[src/hw/mmu_pkg.sv]
// shared word, address and line types, host response and mailbox types, refill states
`default_nettype none

package mmu_pkg;

    typedef logic [31:0] word_t;
    typedef logic [31:0] addr_t;

    // one cache line is one host transfer.
    localparam int LINE_WORDS = 8;
    localparam int LINE_OFS_BITS = $clog2(LINE_WORDS);

    typedef word_t [LINE_WORDS-1:0] line_t;

    typedef struct packed {
        logic req_taken;  // host latched the address.
        logic data_valid; // line on the data bus is good.
    } host_resp_t;

    // console registers at the bottom of data space.
    localparam int MBOX_REGS = 4;
    localparam int MBOX_SEL_BITS = $clog2(MBOX_REGS);

    typedef word_t [MBOX_REGS-1:0] mbox_t;

    typedef enum logic [1:0] {
        IDLE,
        READ,
        WAIT,
        DONE
    } refill_state_t;

endpackage

`default_nettype wire
[src/hw/mmu_refill_ctrl.sv]
// refill controller running the host read handshake, plus the run timer
`default_nettype none

module mmu_refill_ctrl (
    input  wire                 clk,
    input  wire                 rst_n,

    input  wire                 i_refill_req,
    input  mmu_pkg::addr_t      i_miss_line,

    input  wire                 i_i_rd,
    input  wire                 i_i_miss,
    input  wire                 i_running,

    input  mmu_pkg::host_resp_t i_host_resp,
    output logic                o_host_rd_req,
    output mmu_pkg::addr_t      o_host_rd_addr,
    output logic                o_fill,

    output mmu_pkg::word_t      o_cycle_count,
    output logic                o_finish
);

    mmu_pkg::refill_state_t state_q;
    mmu_pkg::refill_state_t state_d;

    logic counting_q;
    logic fetch_hit;

    always_ff @(posedge clk or negedge rst_n) begin
        if (!rst_n) begin
            state_q <= mmu_pkg::IDLE;
        end else begin
            state_q <= state_d;
        end
    end

    always_comb begin
        state_d = state_q;
        o_host_rd_req = 1'b0;
        o_host_rd_addr = '0;
        o_fill = 1'b0;
        case (state_q)
            mmu_pkg::IDLE: begin
                if (i_refill_req) begin
                    state_d = mmu_pkg::READ;
                end
            end
            mmu_pkg::READ: begin
                o_host_rd_req = 1'b1;
                o_host_rd_addr = i_miss_line;
                if (i_host_resp.req_taken) begin
                    state_d = mmu_pkg::WAIT;
                end
            end
            mmu_pkg::WAIT: begin
                if (i_host_resp.data_valid) begin
                    state_d = mmu_pkg::DONE;
                end
            end
            mmu_pkg::DONE: begin
                o_fill = 1'b1; // cache takes the line here.
                state_d = mmu_pkg::IDLE;
            end
            default: begin
                state_d = mmu_pkg::IDLE;
            end
        endcase
    end

    assign fetch_hit = i_i_rd & ~i_i_miss;

    // one-shot timer, armed by the first fetch that hits.
    always_ff @(posedge clk or negedge rst_n) begin
        if (!rst_n) begin
            counting_q <= 1'b0;
            o_cycle_count <= '0;
            o_finish <= 1'b0;
        end else if (!counting_q) begin
            if (fetch_hit && !o_finish) begin
                counting_q <= 1'b1;
            end
        end else if (i_running) begin
            o_cycle_count <= o_cycle_count + 1'b1;
        end else begin
            counting_q <= 1'b0; // core stopped.
            o_finish <= 1'b1;
        end
    end

endmodule

`default_nettype wire

[config.mk]
export PLATFORM = sky130hd
export DESIGN_NAME = mmu_refill_ctrl
export DESIGN_NICKNAME = d
export VERILOG_FILES = /design/src/hw/mmu_pkg.sv /design/src/hw/mmu_refill_ctrl.sv
export SDC_FILE = /design/constraint.sdc
export NUM_CORES = 1
export LEC_CHECK = 0
export ABC_AREA = 1
export BUFFER_PORTS_ARGS = -buffer_cell sky130_fd_sc_hd__buf_2
export CORE_ASPECT_RATIO = 0.75
export CORE_MARGIN = 3
export CORE_UTILIZATION = 50
export DETAILED_ROUTE_END_ITERATION = 16
export GPL_TIMING_DRIVEN = 0
export PLACE_DENSITY = 0.83
export SETUP_SLACK_MARGIN = 0.05
export SLEW_MARGIN = 10
export SYNTH_ARGS = -nofsm -noshare
export SYNTH_HDL_FRONTEND = slang
export SYNTH_SLANG_ARGS = --single-unit
[constraint.sdc]
create_clock -name clk -period 3 [get_ports clk]
set_input_delay 0.45 -clock clk [delete_from_list [all_inputs] [get_ports clk]]
set_output_delay 0.45 -clock clk [all_outputs]
set_load 0.02 [all_outputs]
==> flow_summary.toml <==
[sta]
layout_min_cycle_time_ps = 2360
timing_max_transition_violations_final = 0
totalNegativeSetupSlack_ps = 0
achievable-frequency_ghz = 0.424
finalSetupViolCount = 0
fin_crit_sh_pct = 78.7
hold_violation_count_in_the_final_report = 0
grt_setup_unrepaired = "false"
skew_ps = 8.59
tightest_slew_ps = 783
worst_slew_margin_rel_pct = 47.8

[cells_and_area]
area_growth_syn_to_layout_pct = 28.9
final_core_util_pct = 70.5
num_antenna_cells = 0
layout.filler_cells = 354
fraction_of_final_layout_cells_with_drive_strength_greater_than_1_pct = 32.8
design.final.nets = 476

[detailed_routing]
avgViaCountPerCell = 4.66
routed_wire_length_per_instance_um = 12.3
drt.antenna.violating_nets = 0
dr.pass1.iters = 6
postRouteWirelength_mm = 5.95
number_of_vias_in_the_routed_layout = 2262
first_iter_violations = 137
post-route-drc-count = 0

[grt]
antenna_found_initial = 0
grt.overflow.total = 0
grt_first_pass_wirelength_mm = 9.69
first_global_vias = 2109
grt_max_degree = 37
track_usage_pct = 22.2

[synth]
synthesis.nets = 363
synth_seq_cells = 36
ys_top_cells_by_count = "99 x sky130_fd_sc_hd__nand2_1, 66 x sky130_fd_sc_hd__inv_1, 36 x sky130_fd_sc_hd__dfrtp_1"
synth_largest_area_cell = "sky130_fd_sc_hd__dfrtp_1"
ys_dominant_reg_cell = "sky130_fd_sc_hd__dfrtp_1"
ys_types = 28
mappedNetlistArea_um2 = 2340
synth_warnings = 0
syn_inst = 317
yosysTopAreaCellShare_pct = 38.5
synth_top_cells_by_area = "sky130_fd_sc_hd__dfrtp_1 38%, sky130_fd_sc_hd__nand2_1 16%, sky130_fd_sc_hd__inv_1 11%, sky130_fd_sc_hd__xnor2_1 4.1%, sky130_fd_sc_hd__nand3_1 3.8%"
synthesized_area_per_cell_um2 = 7.38
synth_edf_count = 0
seq_area_frac_synth_pct = 38.5
async_flop_share_pct = 100
dominant_cell_by_count_in_the_synthesized_netlist = "sky130_fd_sc_hd__nand2_1"

[worst_setup_path]
critical_path_class = "reg2out"
worst-endpoint-arrival_ps = 1910
critical_path_peak_fanout = 10
worstSetupEndpointType = "output pin"
worstSetupStartpointType = "flop"
timing.critical_path.required_ps = 2550

[clock_network]
cts_resized = 0
clkTransAtPathRegs_ps = 70
clock_latency_ps = 290
sink_count = 36
htreeDepth = 2
cts_tree = "done"
root_buffer_master = "sky130_fd_sc_hd__clkbuf_8"
total_cts_buffers = 5
postCtsSetupBuffers = 0
clockBufferDepth = 2
cts-hold-fix-buffers = 0

[die]
rows = 20
die_area_um2 = 5550
die-height_um = 65.3
die_w_um = 85.0
count_of_pins_on_the_block_boundary = 107
design.core.area_um2 = 4280
start_util_pct = 54.7

[worst_hold_path]
holdCritPathClass = "in2async"

[power]
powerDensity_nw_per_um2 = 562
peakVddDrop_mv = 0.439
power.static_leakage_uw = 0.00193
design_power_total_uw = 1690

[place]
port_buffers = 106
globalplace.congestion = 0.853
detailed_place_hpwl_mm = 4.87

[status]
status = "finished, final reports clean"

[job]
max_cap_viol_count = 0
power by group:
part	switching [uW]	total [uW]	internal, uW	leakage [uW]
logic	541	791	250	0.00142
clock network	161	319	158	0.0000410
registers	53.2	585	532	0.000475
metrics by stage:
| stage | instances | setup WS, ps | hold WS [ps] | cell area [um^2] |
|---|---|---|---|---|
| floorplan | 317 | 1090 | 154 | 2340 |
| global placement | 478 | 1010 | 461 | 2940 |
| detailed placement | 478 | 935 | 461 | 2940 |
| CTS | 485 | 616 | 271 | 3020 |
| global route | 485 | 412 | 306 | 3020 |
| finish | 485 | 639 | 235 | 3020 |
worst max-delay path, cell delays in order (launching register included):
cell                       delay (ps)
sky130_fd_sc_hd__dfrtp_1          410
sky130_fd_sc_hd__inv_1            120
sky130_fd_sc_hd__ha_1             180
sky130_fd_sc_hd__clkbuf_1         220
sky130_fd_sc_hd__clkbuf_1         340
sky130_fd_sc_hd__nand2_1          140
sky130_fd_sc_hd__inv_1             70
sky130_fd_sc_hd__buf_2            160
final timing paths:
check                                      start            endpoint  slack [ps]  cells after the start
worst max-delay path                  state_q[1]  o_host_rd_addr[18]         640                      7
worst min-delay path                       rst_n    o_cycle_count[5]         230                      1
worst max register to register  o_cycle_count[1]   o_cycle_count[24]        1400                      9
worst min register to register          o_finish          counting_q         480                      1
max in group asynchronous                  rst_n          state_q[1]        2260                      1
min in group clk                        i_i_miss          counting_q         330                      2
layout by cell type (no fill, tap or decap), drive strengths merged, types with 2 or more instances in the layout:
| master | count |
|---|---|
| inv | 70 |
| a21oi | 2 |
| nand2 | 103 |
| buf | 108 |
| nand3b | 3 |
| xor2 | 9 |
| o21bai | 2 |
| nor3 | 4 |
| clkbuf | 10 |
| ha | 6 |
| nand3 | 21 |
| nor2 | 34 |
| xnor2 | 11 |
| nand4 | 6 |
| dfrtp | 36 |
per-layer routing:
layer,vias to the layer above,part of all wire [%],track usage (%)
met1,997,42,26.9
met2,87,46,36.4
li1,1160,-,-
met4,0,4.2,11.7
met3,18,7.7,5.76
met5,-,0,0
state kept, by name, summed over array words and instances (netlist names):
| name | cells |
|---|---|
| o_cycle_count | 32 |
| state_q | 2 |
| counting_q | 1 |
| o_finish | 1 |
area by class of cell:
cell class / count / area [um^2] / share of cell area, %
tap: 55 / 68.8 / 2.28
clock buffer: 6 / 72.6 / 2.40
buffer: 6 / 37.5 / 1.24
multi-input combinational: 205 / 1140 / 37.8
timing repair buffer: 106 / 531 / 17.6
inverter: 70 / 263 / 8.71
sequential: 36 / 901 / 29.9
clock inverter: 1 / 5.00 / 0.166
kinds of logic (layout without fill, tap and decap cells):
family                   Yosys count  after routing  share of synthesized area (%)
flip-flops                        36             36                           38.5
adder cells (fa/ha/maj)            6              6                           3.21
buffers and inverters             76            189                           12.8
XOR/XNOR                          20             20                           7.80
AO/OA/AOI/OAI                      7              7                           1.87
AND/OR/NAND/NOR                  172            172                           35.8
(Power assumes the default switching activity.)
